$ cat src/hdl/CachePkg.sv
package CachePkg;

	////////////////////////////////////////////////////////////////////////////
	// cache geometry
	////////////////////////////////////////////////////////////////////////////

	// fetch addresses are plain 32-bit byte addresses
	localparam int addrWidth = 32;

	// 32-byte lines
	localparam int offsetWidth = 5;

	// 16 lines, direct mapped
	localparam int indexWidth = 4;

	// everything above index and offset is tag
	localparam int tagWidth = addrWidth - indexWidth - offsetWidth;

	localparam int lineBits = 8 * (2 ** offsetWidth);
	localparam int numLines = 2 ** indexWidth;

	// one instruction word
	localparam int instrWidth = 32;

	////////////////////////////////////////////////////////////////////////////
	// vector types
	////////////////////////////////////////////////////////////////////////////

	typedef logic [addrWidth-1:0]   addr_t;
	typedef logic [tagWidth-1:0]    tag_t;
	typedef logic [indexWidth-1:0]  index_t;
	typedef logic [offsetWidth-1:0] offset_t;
	typedef logic [lineBits-1:0]    line_t;
	typedef logic [instrWidth-1:0]  instr_t;

endpackage

$ cat src/hdl/FetchPkg.sv
package FetchPkg;

	// lookup stage FSM
	// LOOKUP accepts fetches, MISS_WAIT holds off fetches until the refill shows up
	typedef enum logic [0:0]
	{
		LOOKUP    = 1'b0,
		MISS_WAIT = 1'b1
	} lookupState_t;

	////////////////////////////////////////////////////////////////////////////
	// word select within a line
	////////////////////////////////////////////////////////////////////////////

	// eight 32-bit words per line
	localparam int wordSelWidth = 3;

	// the two byte-select bits under the word select
	localparam int wordSelLsb = 2;

endpackage

$ cat src/hdl/TagLookup.sv
`timescale 1ns/1ps

module TagLookup
(
	input  logic               clock_i,
	input  logic               rstN_i,
	input  logic               flush_i,
	// fetch request
	input  logic               fetchValid_i,
	input  CachePkg::addr_t    fetchAddr_i,
	// refill from outside
	input  logic               refillValid_i,
	input  CachePkg::addr_t    refillAddr_i,
	input  CachePkg::line_t    refillLine_i,
	// fetch side status
	output logic               fetchReady_o,
	output logic               missValid_o,
	output CachePkg::addr_t    missAddr_o,
	// lookup result towards the data array
	output logic               fetchEnable_o,
	output CachePkg::tag_t     tag_o,
	output CachePkg::index_t   index_o,
	output CachePkg::offset_t  offset_o,
	// update towards the data array
	output logic               updateEnable_o,
	output logic               updateDeliver_o,
	output CachePkg::line_t    newLine_o,
	output CachePkg::tag_t     newTag_o,
	output CachePkg::index_t   newIndex_o,
	output CachePkg::offset_t  newOffset_o
);

	// tag store and valid bits
	CachePkg::tag_t tagArray [CachePkg::numLines];
	logic [CachePkg::numLines-1:0] validBits;

	FetchPkg::lookupState_t state;

	// registered request and its synchronous tag read
	logic reqValid;
	CachePkg::addr_t reqAddr;
	CachePkg::tag_t readTag;
	logic readValid;

	// address fields
	CachePkg::tag_t fetchTag;
	CachePkg::index_t fetchIndex;
	CachePkg::tag_t reqTag;
	CachePkg::index_t reqIndex;
	CachePkg::offset_t reqOffset;
	CachePkg::tag_t refillTag;
	CachePkg::index_t refillIndex;
	CachePkg::index_t lookupIndex;

	logic accept;
	logic tagMatch;
	logic hitNow;
	logic missNow;

	assign fetchTag    = fetchAddr_i[CachePkg::addrWidth-1 -: CachePkg::tagWidth];
	assign fetchIndex  = fetchAddr_i[CachePkg::offsetWidth +: CachePkg::indexWidth];
	assign reqTag      = reqAddr[CachePkg::addrWidth-1 -: CachePkg::tagWidth];
	assign reqIndex    = reqAddr[CachePkg::offsetWidth +: CachePkg::indexWidth];
	assign reqOffset   = reqAddr[CachePkg::offsetWidth-1:0];
	assign refillTag   = refillAddr_i[CachePkg::addrWidth-1 -: CachePkg::tagWidth];
	assign refillIndex = refillAddr_i[CachePkg::offsetWidth +: CachePkg::indexWidth];

	////////////////////////////////////////////////////////////////////////////
	// hit / miss decision
	////////////////////////////////////////////////////////////////////////////

	// a refill owns the data array port for its cycle
	// so the registered request is held and decided one cycle later
	assign tagMatch = readValid && (readTag == reqTag);
	assign hitNow   = reqValid && !refillValid_i && tagMatch;
	assign missNow  = reqValid && !refillValid_i && !tagMatch;

	// no new fetch once a miss is seen, and none while it is pending
	assign fetchReady_o = (state == FetchPkg::LOOKUP) && !missNow && !flush_i;
	assign accept       = fetchValid_i && fetchReady_o && !refillValid_i;

	assign fetchEnable_o = hitNow;
	assign tag_o         = reqTag;
	assign index_o       = reqIndex;
	assign offset_o      = reqOffset;

	// refill routing
	// only a refill that answers a pending miss is forwarded to the output
	assign updateEnable_o  = refillValid_i;
	assign updateDeliver_o = refillValid_i && (state == FetchPkg::MISS_WAIT) && !flush_i;
	assign newLine_o       = refillLine_i;
	assign newTag_o        = refillTag;
	assign newIndex_o      = refillIndex;
	// forwarded word is the one that missed
	assign newOffset_o     = missAddr_o[CachePkg::offsetWidth-1:0];

	// held request re-reads its own index
	assign lookupIndex = accept ? fetchIndex : reqIndex;

	////////////////////////////////////////////////////////////////////////////
	// control state
	////////////////////////////////////////////////////////////////////////////

	always_ff @(posedge clock_i or negedge rstN_i)
	begin
		if (!rstN_i)
		begin
			state       <= FetchPkg::LOOKUP;
			reqValid    <= 1'b0;
			missValid_o <= 1'b0;
			validBits   <= '0;
		end
		else
		begin
			// refill always lands, flush or not
			if (refillValid_i)
				validBits[refillIndex] <= 1'b1;

			if (flush_i)
			begin
				state       <= FetchPkg::LOOKUP;
				reqValid    <= 1'b0;
				missValid_o <= 1'b0;
			end
			else
			begin
				missValid_o <= missNow;
				// a request sitting under a refill stays for another look
				reqValid    <= accept || (reqValid && refillValid_i);
				case (state)
					FetchPkg::LOOKUP:
						if (missNow)
							state <= FetchPkg::MISS_WAIT;
					FetchPkg::MISS_WAIT:
						if (refillValid_i)
							state <= FetchPkg::LOOKUP;
					default:
						state <= FetchPkg::LOOKUP;
				endcase
			end
		end
	end

	////////////////////////////////////////////////////////////////////////////
	// request, miss address and tag array
	////////////////////////////////////////////////////////////////////////////

	always_ff @(posedge clock_i)
	begin
		if (accept)
			reqAddr <= fetchAddr_i;
		if (missNow)
			missAddr_o <= reqAddr;
		if (refillValid_i)
			tagArray[refillIndex] <= refillTag;
		// synchronous tag read, with the same-edge refill forwarded
		if (refillValid_i && (refillIndex == lookupIndex))
		begin
			readTag   <= refillTag;
			readValid <= 1'b1;
		end
		else
		begin
			readTag   <= tagArray[lookupIndex];
			readValid <= validBits[lookupIndex];
		end
	end

endmodule

$ cat config.mk
export PLATFORM = sky130hd
export DESIGN_NAME = TagLookup
export DESIGN_NICKNAME = d
export VERILOG_FILES = /design/src/hdl/CachePkg.sv /design/src/hdl/FetchPkg.sv /design/src/hdl/TagLookup.sv
export SDC_FILE = /design/constraint.sdc
export NUM_CORES = 1
export LEC_CHECK = 0
export BUFFER_PORTS_ARGS = -buffer_cell sky130_fd_sc_hd__buf_2
export CAP_MARGIN = 30
export CORE_AREA = 2 2 262 264
export DETAILED_ROUTE_END_ITERATION = 7
export DIE_AREA = 0 0 264 266
export PLACE_DENSITY = 0.53
export SLEW_MARGIN = 20
export SYNTH_ARGS = -nofsm -noshare
export SYNTH_HDL_FRONTEND = slang
export SYNTH_SLANG_ARGS = --single-unit
$ cat constraint.sdc
create_clock -name clock_i -period 4.3 [get_ports clock_i]
set_input_delay 0.215 -clock clock_i [delete_from_list [all_inputs] [get_ports clock_i]]
set_output_delay 0.215 -clock clock_i [all_outputs]
set_load 0.05 [all_outputs]
Yosys cells after proc, flatten, opt, wreduce, memory -nomap -nowiden:

Memory sizes are Yosys's and may differ from the RTL's. A register that Yosys moved wholly into a read port is not among the register bits.
Cells that the tools add are included.
W data, S select, Z words.

* equal/unequal tests: 2
* magnitude comparators: 3
* reductions and logical operators: 18
* mux-type cells: 13
* bitwise logic cells: 2

Operators with widths (count)
* $eq A23 B23 Y1: 1
* $or A16 B16 Y16: 1
* $logic_and A1 B1 Y1: 13
* $lt A4 B5 Y1 const B: 2
* $mux W1: 9
* $bmux W1 S4: 1
* $demux W1 S4: 1
* $eq A4 B4 Y1: 1
* $ge A4 B1 Y1 const B: 1
* $logic_not A1 Y1: 4
* $mux W4: 1
* $pmux W1 S2: 1
* $logic_or A1 B1 Y1: 1
* $not A1 Y1: 1

* register bits after elaboration: 84
* output and inout port bits: 357
* RAM bits: 368
* bits of input ports: 325
* logic and storage cells: 46
* memories kept: 1

Memories
* tagArray: words 16, bits a word 23, read ports 1, clocked after memory_dff 1, write ports 1, line TagLookup.sv:34 `CachePkg::tag_t tagArray [CachePkg::numLines];`

Depth between registers and ports, before layout:

* depth after elaboration: 12
* mapped depth: 18
* mapped depth without buffers: 14

Worst setup path after synthesis:

Ideal clock, no wire load.

* path kind: flip-flop to output port
* from: register with a tool-made name
* to: output fetchReady_o
* data arrival time: 4312 ps
* buffers on the path: 2
* stages on the path, launching flop included: 11
* data required time: 4085 ps
* path slack: -227 ps
* path through: dfxtp_1 > buf_6 > buf_12 > mux4_1 > mux4_2 > xnor2_2 > nand3_1 > nor4_2 > a31o_2 > nor2_1 > nor3_1

RTL lines
* end, declared: line TagLookup.sv:16 `output logic fetchReady_o,`

==> results.sh <==
export IMPL_status="finished clean"
export IMPL_hold_end="tagArray[1][20]$_DFFE_PP_"
export IMPL_first_pass_iters=5
export IMPL_grt_overflow_total=0
export IMPL_postSynthAreaPerCell_um2=16.5
export IMPL_setup_violations=0
export IMPL_drive_above_1_share=0.360
export IMPL_slew_headroom=0.429
export IMPL_synth_top_cell_area_share=0.639
export IMPL_crit_fanout=9
export IMPL_slowest_delay_ns=0.60
export IMPL_hp_start="refillAddr_i[29]"
export IMPL_drt_iter0_drc=959
export IMPL_cp_start_kind="register"
export IMPL_syn_inst=1228
export IMPL_ys_types=70
export IMPL_num_vias=11000
export IMPL_grt_pass1_vias=10600
export IMPL_cts_sinks=456
export IMPL_rows=96
export IMPL_fin_worst_skew_ns=0.0153
export IMPL_final_hold_viol_count=0
export IMPL_numCtsBuffers=52
export IMPL_crit_arrival_ns=3.98
export IMPL_crit_path_end_kind="output pin"
export IMPL_crit_type="register to output pin"
export IMPL_maxCapViolCount=0
export IMPL_die_h_um=266
export IMPL_reg2reg_to="readValid$_SDFF_PP1_"
export IMPL_max_freq_ghz=0.238
export IMPL_r2r_worst_path_cells=13
export IMPL_whs_path_depth=1
export IMPL_synth_seq_cells=456
export IMPL_synth_edff_count=432
export IMPL_viasPerCell=5.05
export IMPL_grt_pass1_wl_um=121000
export IMPL_die_area_um2=70200
export IMPL_period_needed_ns=4.20
export IMPL_clk_path_buf_depth=3
export IMPL_antenna_found_initial=4
export IMPL_p_leak_nw=7.94
export IMPL_wirelength_um=97700
export IMPL_synth_area_um2=20300
export IMPL_drtAntennaViolNets=0
export IMPL_globalRouteTotalUtil=0.271
export IMPL_p_per_area_nw_per_um2=448
export IMPL_ys_async_sr_fraction=0.0417
export IMPL_syn_num_nets=1553
export IMPL_grt_max_degree=27
export IMPL_fin_crit_sh=0.976
export IMPL_worstPathCellList="mux4_1 > a22o_1 > a221oi_2 > xor2_2 > or3b_4 > nor3_2 > a31o_2 > buf_4 > nor2_4 > nor3_1 > buf_4 > buf_6"
export IMPL_worst_slew_pin_slew_ns=0.846
export IMPL_hold_path_class="primary input to register"
export IMPL_synthFlopType="edfxtp_1"
export IMPL_final_area_um2=23000
export IMPL_hpwl_um=76900
export IMPL_cts_root_buf="clkbuf_16"
export IMPL_die_w_um=264
export IMPL_dpl_cell_area_um2=20500
export IMPL_tritoncts="done"
export IMPL_cts_htree_levels=2
export IMPL_io_buffer_count=164
export IMPL_critPathMostFrequentCell="buf_4"
export IMPL_synth_area_top_cells="edfxtp_1, buf_4, mux4_2"
export IMPL_drcViolationCount=0
export IMPL_rrSetupSlack_ns=0.17
export IMPL_setup_tns_final_ns=0
export IMPL_area_growth_pct=13.2
export IMPL_fp_coreArea_um2=67700
export IMPL_ys_seq_area_frac=0.668
export IMPL_yosys_warnings=0
export IMPL_ir_drop_mv=0.324
export IMPL_insertion_delay_ns=0.61
export IMPL_routabilityCongestion=0.886
export IMPL_wire_per_inst_um=44.8
export IMPL_cts_clk_slew_worst_paths_ns=0.06
export IMPL_report_power_total_mw=10.3
export IMPL_dp_cells=2012
export IMPL_io_pins=682
export IMPL_nNetsFinal=1579
export IMPL_yosysTopAreaCell="edfxtp_1"
export IMPL_initial_core_util=0.299
export IMPL_final_cells=2181
export IMPL_crit_slowest_cell="mux4_1"
export IMPL_required_ns=4.09
export IMPL_drv_slew=0
report_power, final:
group / internal (mW) / switching (mW) / leakage (nW) / total, mW
clock network: 2.52 / 1.89 / 0.826 / 4.41
registers: 4.98 / 0.0650 / 4.15 / 5.05
logic: 0.340 / 0.506 / 2.96 / 0.846
total: 7.84 / 2.46 / 7.94 / 10.3
Yosys cell counts, drive strengths merged (3+ instances only):
| master | count |
|---|---|
| nor4b | 3 |
| a211o | 5 |
| mux2 | 22 |
| edfxtp | 432 |
| nand2b | 13 |
| nand4b | 3 |
| a2111oi | 3 |
| clkbuf | 5 |
| a21oi | 6 |
| nor2b | 6 |
| a22oi | 8 |
| o22ai | 5 |
| dfrtp | 19 |
| a22o | 5 |
| and3 | 9 |
| and4 | 4 |
| dfxtp | 5 |
| o211ai | 4 |
| nor3 | 24 |
| inv | 11 |
| nor2 | 27 |
| nor4 | 14 |
| nand3 | 13 |
| and2 | 3 |
| a31oi | 3 |
| or2 | 15 |
| nand2 | 19 |
| xor2 | 8 |
| or4 | 3 |
| mux4 | 65 |
| nand3b | 4 |
| a221oi | 5 |
| o21ai | 9 |
| nand4 | 8 |
| xnor2 | 14 |
| nor3b | 3 |
| mux2i | 77 |
| buf | 325 |
per-layer routing:
metal  vias to the layer above  GRT usage  wire, um
li1                       4484          -         -
met1                      5525      0.227     26800
met2                       886      0.401     42300
met3                       102      0.313     25000
met4                         8     0.0826      3180
met5                         -     0.0554       483
critical path: cells and delay by family, from the launching register on:
family / cells / cell delay (ns)
multiplexers: 1 / 0.60
buffers and inverters: 3 / 0.47
XOR/XNOR: 1 / 0.26
AO/OA/AOI/OAI: 3 / 0.75
flip-flops: 1 / 0.43
AND/OR/NAND/NOR: 4 / 0.86
sequential cells by signal, summed over array words and instances (netlist names), named ones only:
register / cells
missAddr_o: 32
missValid_o: 1
readValid: 1
reqAddr: 32
reqValid: 1
state: 1
tagArray: 368
validBits: 16
cell families after synthesis:
family                 synth area share
flip-flops                        0.668
buffers and inverters             0.122
AND/OR/NAND/NOR                  0.0500
multiplexers                      0.124
AO/OA/AOI/OAI                    0.0266
XOR/XNOR                        0.00987
placed cells by master, fill, tap and decap left out, types with 10 or more instances in the layout:
cell type	instances
edfxtp_1	432
buf_2	162
buf_4	77
mux2i_1	76
mux4_2	58
clkbuf_16	54
dlygate4sd3_1	51
mux2_2	22
nor2_1	19
nand2_1	19
dfrtp_1	19
or2_2	15
nand2b_1	13
xnor2_1	13
nor3_1	13
clkbuf_1	13
nor3_2	11
nand3_1	11
nor4_1	10
layout make-up:
type	instances	area (um2)
Tap cell	882	1100
Inverter	11	41.3
Timing Repair Buffer	302	2130
Antenna cell	2	5.00
Clock inverter	28	285
Multi-Input combinational cell	431	4430
Clock buffer	69	1420
Sequential cell	456	13600
Fill cell	6574	44800
worst max-delay path by stage:
| stage | to | startpoint | depth (start not counted) | slack, ns |
|---|---|---|---|---|
| floorplan | readValid$_SDFF_PP1_ | register | 13 | 0.28 |
| global placement | readValid$_SDFF_PP1_ | register | 15 | 0.16 |
| detailed placement | readValid$_SDFF_PP1_ | register | 15 | 0.14 |
| CTS | fetchEnable_o | register | 11 | 0.002 |
| global route | fetchReady_o | register | 12 | -0.03 |
| finish | fetchReady_o | register | 12 | 0.10 |
repair_timing:
| action | 4_1_cts | 5_1_grt |
|---|---|---|
| endpoints found under the setup margin | 2 | 3 |
| pin swaps | 0 | 6 |
| gates resized for setup | 4 | 11 |
| gates cloned | 0 | 1 |
| endpoints found under the hold margin | 318 | 0 |
| hold buffers | 51 | 0 |
| setup buffers | 6 | 12 |
through the flow:
step | hold slack (ns) | util | setup slack, ns
after CTS | 0.00225 | 0.336 | 0.00211
after floorplan | -0.0806 | - | 0.281
after global placement | 0.188 | 0.303 | 0.163
after global routing | 0.0227 | 0.339 | -0.0326
final | 0.0242 | 0.339 | 0.103
after detailed placement | 0.198 | 0.303 | 0.144
Note: power is estimated with default switching activity, not from simulation.
