[src/hdl/CachePkg.sv]
package CachePkg;

	////////////////////////////////////////////////////////////////////////////
	// cache geometry
	////////////////////////////////////////////////////////////////////////////

	// fetch addresses are plain 32-bit byte addresses
	localparam int addrWidth = 32;

	// 32-byte lines
	localparam int offsetWidth = 5;

	// 16 lines, direct mapped
	localparam int indexWidth = 4;

	// everything above index and offset is tag
	localparam int tagWidth = addrWidth - indexWidth - offsetWidth;

	localparam int lineBits = 8 * (2 ** offsetWidth);
	localparam int numLines = 2 ** indexWidth;

	// one instruction word
	localparam int instrWidth = 32;

	////////////////////////////////////////////////////////////////////////////
	// vector types
	////////////////////////////////////////////////////////////////////////////

	typedef logic [addrWidth-1:0]   addr_t;
	typedef logic [tagWidth-1:0]    tag_t;
	typedef logic [indexWidth-1:0]  index_t;
	typedef logic [offsetWidth-1:0] offset_t;
	typedef logic [lineBits-1:0]    line_t;
	typedef logic [instrWidth-1:0]  instr_t;

endpackage

[src/hdl/FetchPkg.sv]
package FetchPkg;

	// lookup stage FSM
	// LOOKUP accepts fetches, MISS_WAIT holds off fetches until the refill shows up
	typedef enum logic [0:0]
	{
		LOOKUP    = 1'b0,
		MISS_WAIT = 1'b1
	} lookupState_t;

	////////////////////////////////////////////////////////////////////////////
	// word select within a line
	////////////////////////////////////////////////////////////////////////////

	// eight 32-bit words per line
	localparam int wordSelWidth = 3;

	// the two byte-select bits under the word select
	localparam int wordSelLsb = 2;

endpackage

[src/hdl/InstructionAlign.sv]
`timescale 1ns/1ps

module InstructionAlign
(
	input  logic               clock_i,
	input  logic               rstN_i,
	input  logic               flush_i,
	input  logic               enable_i,
	input  CachePkg::tag_t     tag_i,
	input  CachePkg::index_t   index_i,
	input  CachePkg::offset_t  offset_i,
	input  CachePkg::line_t    cacheline_i,
	output logic               instrValid_o,
	output CachePkg::instr_t   instr_o,
	output CachePkg::addr_t    pc_o
);

	// which of the eight words in the line
	logic [FetchPkg::wordSelWidth-1:0] wordSel;
	CachePkg::instr_t word;
	CachePkg::addr_t alignedPc;

	assign wordSel = offset_i[FetchPkg::wordSelLsb +: FetchPkg::wordSelWidth];

	// little endian, word w at bits 32w and up
	assign word = cacheline_i[wordSel * CachePkg::instrWidth +: CachePkg::instrWidth];

	// rebuild the PC with the byte bits cleared
	assign alignedPc = {tag_i, index_i, wordSel, {FetchPkg::wordSelLsb{1'b0}}};

	always_ff @(posedge clock_i or negedge rstN_i)
	begin
		if (!rstN_i)
			instrValid_o <= 1'b0;
		else
			instrValid_o <= enable_i && !flush_i;
	end

	// payload follows the valid beat only
	always_ff @(posedge clock_i)
	begin
		if (enable_i)
		begin
			instr_o <= word;
			pc_o    <= alignedPc;
		end
	end

endmodule

[config.mk]
export PLATFORM = sky130hd
export DESIGN_NAME = InstructionAlign
export DESIGN_NICKNAME = d
export VERILOG_FILES = /design/src/hdl/CachePkg.sv /design/src/hdl/FetchPkg.sv /design/src/hdl/InstructionAlign.sv
export SDC_FILE = /design/constraint.sdc
export NUM_CORES = 1
export LEC_CHECK = 0
export BUFFER_PORTS_ARGS = -buffer_cell sky130_fd_sc_hd__buf_2
export CAP_MARGIN = 5
export CORE_AREA = 2 2 140 142
export CTS_CLUSTER_DIAMETER = 150
export DETAILED_ROUTE_END_ITERATION = 8
export DIE_AREA = 0 0 142 144
export HOLD_SLACK_MARGIN = 0.02
export SLEW_MARGIN = 20
export SYNTH_ARGS = -nofsm -noshare
export SYNTH_HDL_FRONTEND = slang
export SYNTH_SLANG_ARGS = --single-unit
[constraint.sdc]
create_clock -name clock_i -period 0.92 [get_ports clock_i]
set_input_delay 0.138 -clock clock_i [delete_from_list [all_inputs] [get_ports clock_i]]
set_output_delay 0.138 -clock clock_i [all_outputs]
set_load 0.02 [all_outputs]
# Word level (Yosys, flattened, before mapping)
# Cells that the tools add are included.
totals:
  word_cells: 6
  inputBits: 292
  output_inout_bits: 65
  register_bits: 63
classes:
  n_reduce_logical: 2
  shift: 1
op_table:
  columns: ["cell", "n"]
  rows:
  - ["$shiftx A256 B9 Y32", 1]
  - ["$logic_and A1 B1 Y1", 1]
  - ["$logic_not A1 Y1", 1]

# Depth between registers and ports, before layout
# Gate-level depths: netlist (run 1).
depth:
  depth_word: 2
  depth_mapped: 4
  mapped_depth_nobuf: 2

# Worst setup path after synthesis (run 1)
# OpenSTA, ideal clock, no wires.
synth_path:
  kind: "input to register"
  from: "input offset_i[2]"
  to: "register instr_o[10], data pin"
  slack_ns: -0.562
  stages: 4
  path_buffers: 2
  t_arrival_ns: 1.222
  t_required_ns: 0.660
  setup_time_ns: 0.260
  cell_sequence: "buf_6 > buf_6 > mux4_1 > mux2_2"
synth_between:
  elab_chain_cells: 1
synth_rtl:
  columns: ["element", "line", "text"]
  rows:
  - ["start: declaration", "InstructionAlign.sv:11", "input CachePkg::offset_t offset_i,"]
  - ["$shiftx A256 B9 Y32", "InstructionAlign.sv:26", "assign word = cacheline_i[wordSel * CachePkg::instrWidth +: CachePkg::instrWidth];"]
  - ["via word[10]", "InstructionAlign.sv:20", "CachePkg::instr_t word;"]
  - ["end signal: assignment", "InstructionAlign.sv:44", "instr_o <= word;"]
  - ["end: declaration", "InstructionAlign.sv:14", "output CachePkg::instr_t instr_o,"]
# The timed path passes the listed nets, and every way through them passes these cells.
# A chain may end at the register's enable or synchronous reset.

# Worst setup path in the final report (run 1)
layout_path:
  from: "input offset_i[2]"
  to: "register instr_o[25], data pin"
# Same word-level chain as after synthesis.

==> impl_results.md, run 1 <==
- Failing checks: negative setup slack
- Design Area, Final: 7260 µm²
- DIE AREA: 20400 µm²
- Worst Setup SP: offset_i[2]
- # rows: 51
- Clock Sinks: 63
- Hpwl dp: 11.6 mm
- Core Region: 19100 µm²
- Largest net degree at the start of global routing: 33
- First-pass GRT wire length: 20.7 mm
- Net Switching: 2.61 mW
- Drt drc: 0
- Post-Syn Instances: 181
- Max Slew Vio Count: 0
- Vias in the first global route: 3698
- Clk slew on worst S/H paths: 0.06 ns
- Placed insts: 769
- Status: complete, but fails checks
- Final cell count without fillers: 824
- Final ANT Viol Nets: 0
- Max Cap Viol: 0
- Final Hold Viols: 0
- Global route overflow: 0
- Worst setup EP type: register
- Reg area: 1890 µm²
- Top-count cell post-synth: edfxtp_1
- N_diodes: 0
- RSZ-0062 raised after global routing: yes
- Placed Area: 6010 µm²
- Sw Share: 26.6%
- DR vias/cell: 4.40
- IR drop worst, VDD: 0.747 mV
- Fill cells: 1802
- DIE HEIGHT: 144 µm
- CP max FO: 5
- Synthesized area per cell: 22.0 µm²
- Predominant post-synthesis flop cell: edfxtp_1
- Drt first pass iters: 4
- Final setup viols: 95
- Clock power frac: 33.1%
- Crit Path Class: input port to register
- Synth async-reset ratio: 1.59%
- Top cells by count, synth: 62 x edfxtp_1, 40 x mux4_1, 32 x mux2_2, 24 x mux4_2
- Initial antenna violation count: 0
- Layout area overhead: 82.1%
- EDFF count, synth: 62
- Post-synth cell types: 12
- CTS max path bufs: 2
- Top Ports: 357
- Worst hold path class: input port to async pin
- Clock Tree Root: clkbuf_16
- Top-area cell type share of the netlist area: 46.7%
- CTS tree: yes
- Final nets: 873
- Seq/Total Area, Yosys: 47.3%
- CP Capture Point: instr_o[25]
- Largest cells by area after synthesis: edfxtp_1 47%, mux4_1 26%, mux4_2 14%
- Area of the multi-input gates: 1880 µm²
- Final WL: 15.8 mm
- Gate power share: 29.9%
- Fmax: 882 MHz
- Req. time, crit path: 1.00 ns
- Tmin final: 1.13 ns
- Via count: 3623
- Cell taking the most area after synthesis: edfxtp_1
- Yosys warns: 0
- Share of cells above drive strength 1: 83.4%
- Starting density of the core: 20.9%
- Final period util: 123%
- Synth Cell Area: 3990 µm²
- Sequential Power Share: 37.0%
- Leakage Power: 3.25 nW
- Worst hold margin: 0.110 ns
- First DRT Iteration DRCs: 162
- Power Density: 1350 nW/µm²
- Die Wd: 142 µm
- Critical Path Source Type: input port
- Critical Path AT: 1.22 ns
- Gp weighted congestion: 0.912
- P_int: 7.21 mW
- CTS buffer count: 9
- #FFs+latches synth: 63
- CTS H-tree lvls: 3
- GRT Total Usage: 13.9%
- Worst setup margin: -0.214 ns
- Routed len/inst: 19.2 µm
- # port buffers: 352
[power by group through the flow]
stage / logic [mW] / clock network [mW] / registers [mW]
2_1_floorplan: 0.873 / 0 / 4.00
3_3_place_gp: 2.32 / 0 / 3.63
5_1_grt: 3.11 / 3.50 / 3.66
3_5_place_dp: 2.35 / 0 / 3.63
6_report: 2.94 / 3.25 / 3.63
4_1_cts: 2.69 / 3.39 / 3.61
[layout make-up]
type,count,share of cell area [%]
sequential,63,26.0
multi-input combinational,99,25.9
clock inverter,6,0.603
clock buffer,10,3.29
tap,238,4.10
timing repair buffer,408,40.1
[kinds of logic (layout without fill, tap and decap cells)]
logic type	Yosys count	in the layout	share of synthesized area, %
buffers and inverters	20	424	3.42
flip-flops	63	63	47.3
multiplexers	96	96	49.0
other	1	2	0.0941
AND/OR/NAND/NOR	1	1	0.157
[layout by cell type (no fill, tap or decap)]
cell type | synthesis | routed
clkinv_2 | 0 | 2
buf_2 | 1 | 297
dlygate4sd3_1 | 0 | 29
clkbuf_8 | 0 | 1
clkbuf_16 | 0 | 14
clkinvlp_4 | 0 | 1
buf_8 | 0 | 1
mux2_4 | 0 | 16
mux4_1 | 40 | 2
conb_1 | 1 | 2
mux2_2 | 32 | 16
inv_6 | 0 | 1
clkinv_4 | 0 | 2
buf_12 | 0 | 8
buf_16 | 0 | 6
clkbuf_4 | 0 | 1
edfxtp_1 | 62 | 62
dfrtp_1 | 1 | 1
buf_4 | 2 | 8
buf_6 | 7 | 53
nor2b_1 | 1 | 1
mux4_2 | 24 | 62
[worst max-delay path: stages]
cell	delay, ns
clkbuf_16	0.15
clkbuf_16	0.16
mux4_2	0.49
mux2_2	0.28
[per-layer routing]
layer	vias to the layer above	track usage [%]	share of wire, %
li1	1622	-	-
met1	1772	15.6	37
met2	216	25.8	54
met3	13	3.34	7.0
met4	0	4.26	1.1
met5	-	0	0
[registers in the layout (all words and copies together) (netlist names)]
signal	cells
instrValid_o	1
instr_o	32
pc_o	30
[how the worst min path moves through the flow]
stage / startpoint / endpoint / slack [ns] / depth (start not counted)
2_1_floorplan: rstN_i / instrValid_o / -0.16 / 0
3_3_place_gp: rstN_i / instrValid_o / -0.09 / 1
3_5_place_dp: rstN_i / instrValid_o / -0.09 / 1
4_1_cts: rstN_i / instrValid_o / 0.08 / 2
5_1_grt: rstN_i / instrValid_o / 0.1 / 2
6_report: rstN_i / instrValid_o / 0.11 / 2
[metrics by stage]
stage | setup slack (ns) | TNS [ns] | util [%] | power [mW]
3_5_place_dp | -0.760 | -23.23 | 31.5 | 5.98
4_1_cts | -0.228 | -12.39 | 36.2 | 9.69
6_report | -0.214 | -10.68 | 38.0 | 9.82
3_3_place_gp | -0.737 | -22.71 | 31.5 | 5.95
2_1_floorplan | -0.490 | -15.69 | - | 4.88
5_1_grt | -0.221 | -13.54 | 38.0 | 10.3
[timing repair]
item	in CTS	in global routing
setup endpoints to repair	95	95
buffers inserted	1	0
cloned	4	5
endpoints found under the hold margin	29	0
hold buffers	29	0
gates resized for setup	66	74
No activity file was read; power rests on OpenSTA's default activity.
==> run 2: changes to the inputs <==
--- a/config.mk
+++ b/config.mk
@@ -5,12 +5,13 @@
 export SDC_FILE = /design/constraint.sdc
 export NUM_CORES = 1
 export LEC_CHECK = 0
-export BUFFER_PORTS_ARGS = -buffer_cell sky130_fd_sc_hd__buf_2
+export ABC_AREA = 1
 export CAP_MARGIN = 5
-export CORE_AREA = 2 2 140 142
+export CORE_AREA = 2 2 137 139
 export CTS_CLUSTER_DIAMETER = 150
 export DETAILED_ROUTE_END_ITERATION = 8
-export DIE_AREA = 0 0 142 144
+export DIE_AREA = 0 0 139 141
+export DONT_BUFFER_PORTS = 1
 export HOLD_SLACK_MARGIN = 0.02
 export SLEW_MARGIN = 20
 export SYNTH_ARGS = -nofsm -noshare
==> impl_results.md, run 2 <==
- Post-synth cell types: 13
- Worst setup margin: -0.0711 ns
- CTS H-tree lvls: 3
- Top reg by flops: instr_o
- Dpl ws: -0.179 ns
- Max Slew Vio Count: 0
- Global route overflow: 0
- Final Hold Viols: 62
- CTS buffer count: 9
- Tmin final: 0.991 ns
- Placed insts: 1114
- Routed len/inst: 14.6 µm
- # rows: 50
- Commonest non-fill, non-tap cell in the layout: nand2_1
- Wire length on met3: 1.35 mm
- EDFF count, synth: 62
- Clock Sinks: 63
- Clk slew on worst S/H paths: 0.07 ns
- Min-delay src: enable_i
- Final WL: 17.0 mm
- Top Ports: 357
- Final cell count without fillers: 1166
- Wl on met1: 7.05 mm
- Fill cells: 2016
- Final ANT Viol Nets: 0
- Design Area, Final: 6260 µm²
- Synth Cell Area: 5390 µm²
- Critical Path Source Type: register
- Top Registers: instr_o: 32 flops, pc_o: 30 flops, instrValid_o: 1 flops
- Share of cells above drive strength 1: 3.22%
- CTS max path bufs: 2
- Yosys warns: 0
- Top cells by count, synth: 416 x nand2_1, 258 x inv_1, 128 x nand3_1, 62 x edfxtp_1, 20 x buf_2
- Vias in the first global route: 4938
- Hpwl dp: 12.0 mm
- RSZ-0062 raised after global routing: yes
- Via count: 5292
- Final setup viols: 66
- Reg area: 1890 µm²
- Top-area cell type share of the netlist area: 34.5%
- DIE HEIGHT: 141 µm
- Layout area overhead: 16.0%
- N_diodes: 0
- Largest cells by area after synthesis: edfxtp_1 35%, nand2_1 29%, inv_1 18%
- Failing checks: negative hold slack, negative setup slack
- Top-count cell post-synth: nand2_1
- CTS tree: yes
- Post-Syn Instances: 919
- IR drop worst, VDD: 1.02 mV
- Worst setup EP type: output pin
- Req. time, crit path: 0.78 ns
- Overall power: 9.54 mW
- Starting density of the core: 29.5%
- GRT Total Usage: 16.2%
- Core Region: 18300 µm²
- Most frequent cells in the layout: 416 x nand2_1, 258 x inv_1, 128 x nand3_1
- Max Cap Viol: 0
- Endpoint, Worst Hold: instr_o[0]
- Synthesized area per cell: 5.87 µm²
- Drt drc: 0
- Worst hold margin: -0.0848 ns
- Leakage Power: 3.78 nW
- DIE AREA: 19600 µm²
- First-pass GRT wire length: 25.2 mm
- # port buffers: 0
- CP max FO: 1
- Largest register FFs: 32
- Initial antenna violation count: 0
- Status: complete, but fails checks
- Clock Tree Root: clkbuf_16
- First DRT Iteration DRCs: 269
- Predominant post-synthesis flop cell: edfxtp_1
- Seq/Total Area, Yosys: 35.0%
- Fmax: 1010 MHz
- Synth async-reset ratio: 1.59%
- Gp weighted congestion: 0.845
- Cell taking the most area after synthesis: edfxtp_1
- Drt first pass iters: 4
- Power Density: 1520 nW/µm²
- Final period util: 108%
- Hold path cells: 0
- Placed Area: 5540 µm²
- Die Wd: 139 µm
- DR vias/cell: 4.54
- Largest net degree at the start of global routing: 131
- Crit Path Class: register to output pin
- Max layer used: met4
- Worst hold path class: input port to register
- WL met2: 8.37 mm
- Final nets: 1219
- Critical Path AT: 0.85 ns
- #FFs+latches synth: 63
- Area of the multi-input gates: 2210 µm²
## run 2: power by group
part | leakage, nW | switching, mW | internal [mW]
clock | 0.171 | 1.43 | 2.69
combinational | 3.00 | 0.828 | 0.629
sequential | 0.617 | 0.462 | 3.50
## run 2: per-stage QoR
stage	util (%)	TNS [ns]
2_1_floorplan	-	0
3_3_place_gp	30.3	-3.79
3_5_place_dp	30.3	-3.84
4_1_cts	34.0	-3.71
5_1_grt	34.3	-4.34
6_report	34.3	-2.45
## run 2: metal layers
layer	up-vias	GRT usage, %
li1	2657	-
met1	2362	19.4
met2	254	28.5
met3	19	4.38
met4	0	4.84
met5	-	0
## run 2: final cells by class
class | count | share of cell area (%)
Tap cell | 234 | 4.68
Multi-Input combinational cell | 547 | 35.4
Timing Repair Buffer | 46 | 8.52
Inverter | 260 | 15.7
Clock buffer | 9 | 3.60
Clock inverter | 7 | 2.00
Sequential cell | 63 | 30.2
## run 2: timing repair
action,4_1_cts,5_1_grt
pin swaps,0,0
hold buffers,33,3
hold endpoints to repair,124,87
endpoints found under the setup margin,63,63
setup buffers,0,0
cloned,0,0
resized for setup,0,1
## run 2: worst max path at each step
stage | start | end | slack [ns] | cells after the start
global route | instr_o[1] | instr_o[1] | -0.09 | 0
CTS | instr_o[0] | instr_o[0] | -0.08 | 0
detailed placement | offset_i[2] | instr_o[27] | -0.18 | 7
finish | instr_o[0] | instr_o[0] | -0.07 | 0
floorplan | offset_i[4] | instr_o[22] | 0.0003 | 5
global placement | offset_i[2] | instr_o[6] | -0.18 | 7
## run 2: cells by family after synthesis
kind of cell | after synthesis | synth area share [%]
DFF | 63 | 35.0
buffers and inverters | 310 | 24.1
other | 1 | 0.0695
and+or+nand+nor | 545 | 40.9
==> run 3: changes to the inputs <==
--- a/config.mk
+++ b/config.mk
@@ -7,10 +7,10 @@
 export LEC_CHECK = 0
 export ABC_AREA = 1
 export CAP_MARGIN = 5
-export CORE_AREA = 2 2 137 139
+export CORE_AREA = 2 2 139 141
 export CTS_CLUSTER_DIAMETER = 150
 export DETAILED_ROUTE_END_ITERATION = 8
-export DIE_AREA = 0 0 139 141
+export DIE_AREA = 0 0 141 143
 export DONT_BUFFER_PORTS = 1
 export HOLD_SLACK_MARGIN = 0.02
 export SLEW_MARGIN = 20
==> impl_results.md, run 3 (synthesized netlist as in run 2, its figures left out) <==
- Fmax: 1010 MHz
- Top reg by flops: instr_o
- Final Hold Viols: 62
- Crit Path Class: register to output pin
- Critical Path AT: 0.85 ns
- Clock Tree Root: clkbuf_16
- Design Area, Final: 6210 µm²
- DR vias/cell: 4.55
- Clock Sinks: 63
- # rows: 50
- Hpwl dp: 12.0 mm
- GRT Total Usage: 15.8%
- DIE HEIGHT: 143 µm
- Overall power: 8.91 mW
- Final cell count without fillers: 1166
- Vias in the first global route: 4902
- Clk slew on worst S/H paths: 0.06 ns
- Via count: 5300
- RSZ-0062 raised after global routing: yes
- Largest net degree at the start of global routing: 131
- Initial antenna violation count: 0
- Largest register FFs: 32
- First-pass GRT wire length: 24.8 mm
- Final setup viols: 64
- Leakage Power: 3.76 nW
- Worst setup margin: -0.0674 ns
- Final nets: 1219
- Commonest non-fill, non-tap cell in the layout: nand2_1
- Final ANT Viol Nets: 0
- CTS buffer count: 9
- Layout area overhead: 15.2%
- Gp weighted congestion: 0.848
- Drt drc: 0
- N_diodes: 0
- Final period util: 107%
- Worst hold margin: -0.0851 ns
- Failing checks: negative hold slack, negative setup slack
- CTS max path bufs: 2
- Top Ports: 357
- Placed insts: 1114
- Most frequent cells in the layout: 416 x nand2_1, 258 x inv_1, 128 x nand3_1
- Starting density of the core: 29.0%
- Worst hold path class: input port to register
- DIE AREA: 20200 µm²
- Routed len/inst: 14.4 µm
- IR drop worst, VDD: 0.630 mV
- Tmin final: 0.987 ns
- CTS H-tree lvls: 3
- Critical Path Source Type: register
- Dpl ws: -0.177 ns
- First DRT Iteration DRCs: 284
- CTS tree: yes
- Top Registers: instr_o: 32 flops, pc_o: 30 flops, instrValid_o: 1 flops
- Final WL: 16.8 mm
- Placed Area: 5540 µm²
- Final core occ: 33.4%
- # port buffers: 0
- Share of cells above drive strength 1: 3.22%
- Max Cap Viol: 0
- Worst setup EP type: output pin
- Global route overflow: 0
- Power Density: 1430 nW/µm²
- Setup TNS: -2.55 ns
- Req. time, crit path: 0.78 ns
- CP max FO: 1
- Postcts setup bufs: 0
- Status: complete, but fails checks
- Max Slew Vio Count: 0
- Die Wd: 141 µm
- Core Region: 18600 µm²
- Drt first pass iters: 5
[run 3: power by group]
group / switching (mW) / total, mW / internal (mW) / leakage, nW
clock: 1.37 / 3.49 / 2.12 / 0.143
combinational: 0.812 / 1.44 / 0.629 / 3.00
sequential: 0.476 / 3.98 / 3.50 / 0.617
[run 3: path summary, 6_finish.rpt]
check	from	endpoint	slack, ns	cells past startpoint
max	instr_o[21]	instr_o[21]	-0.07	0
min	enable_i	pc_o[14]	-0.09	0
max in group asynchronous	rstN_i	instrValid_o	0.25	2
min in group asynchronous	rstN_i	instrValid_o	0.55	2
[run 3: timing repair]
action | CTS | global route
endpoints found under the hold margin | 126 | 88
hold buffers | 33 | 3
cloned | 0 | 0
gates resized for setup | 0 | 1
endpoints found under the setup margin | 63 | 63
[run 3: area by class of cell]
cell class              instances  area (µm²)
fillers                      2055       12400
clock inverters                 7        80.1
repair buffers                 46         533
inverters                     260         981
flip-flops and latches         63        1890
well taps                     234         293
multi-input cells             547        2210
clock buffers                   9         225
[run 3: layer usage]
layer | track usage (%) | routed length [µm]
met1 | 17.7 | 6720
met2 | 27.7 | 8270
met3 | 4.66 | 1280
met4 | 7.42 | 544
met5 | 0 | 0
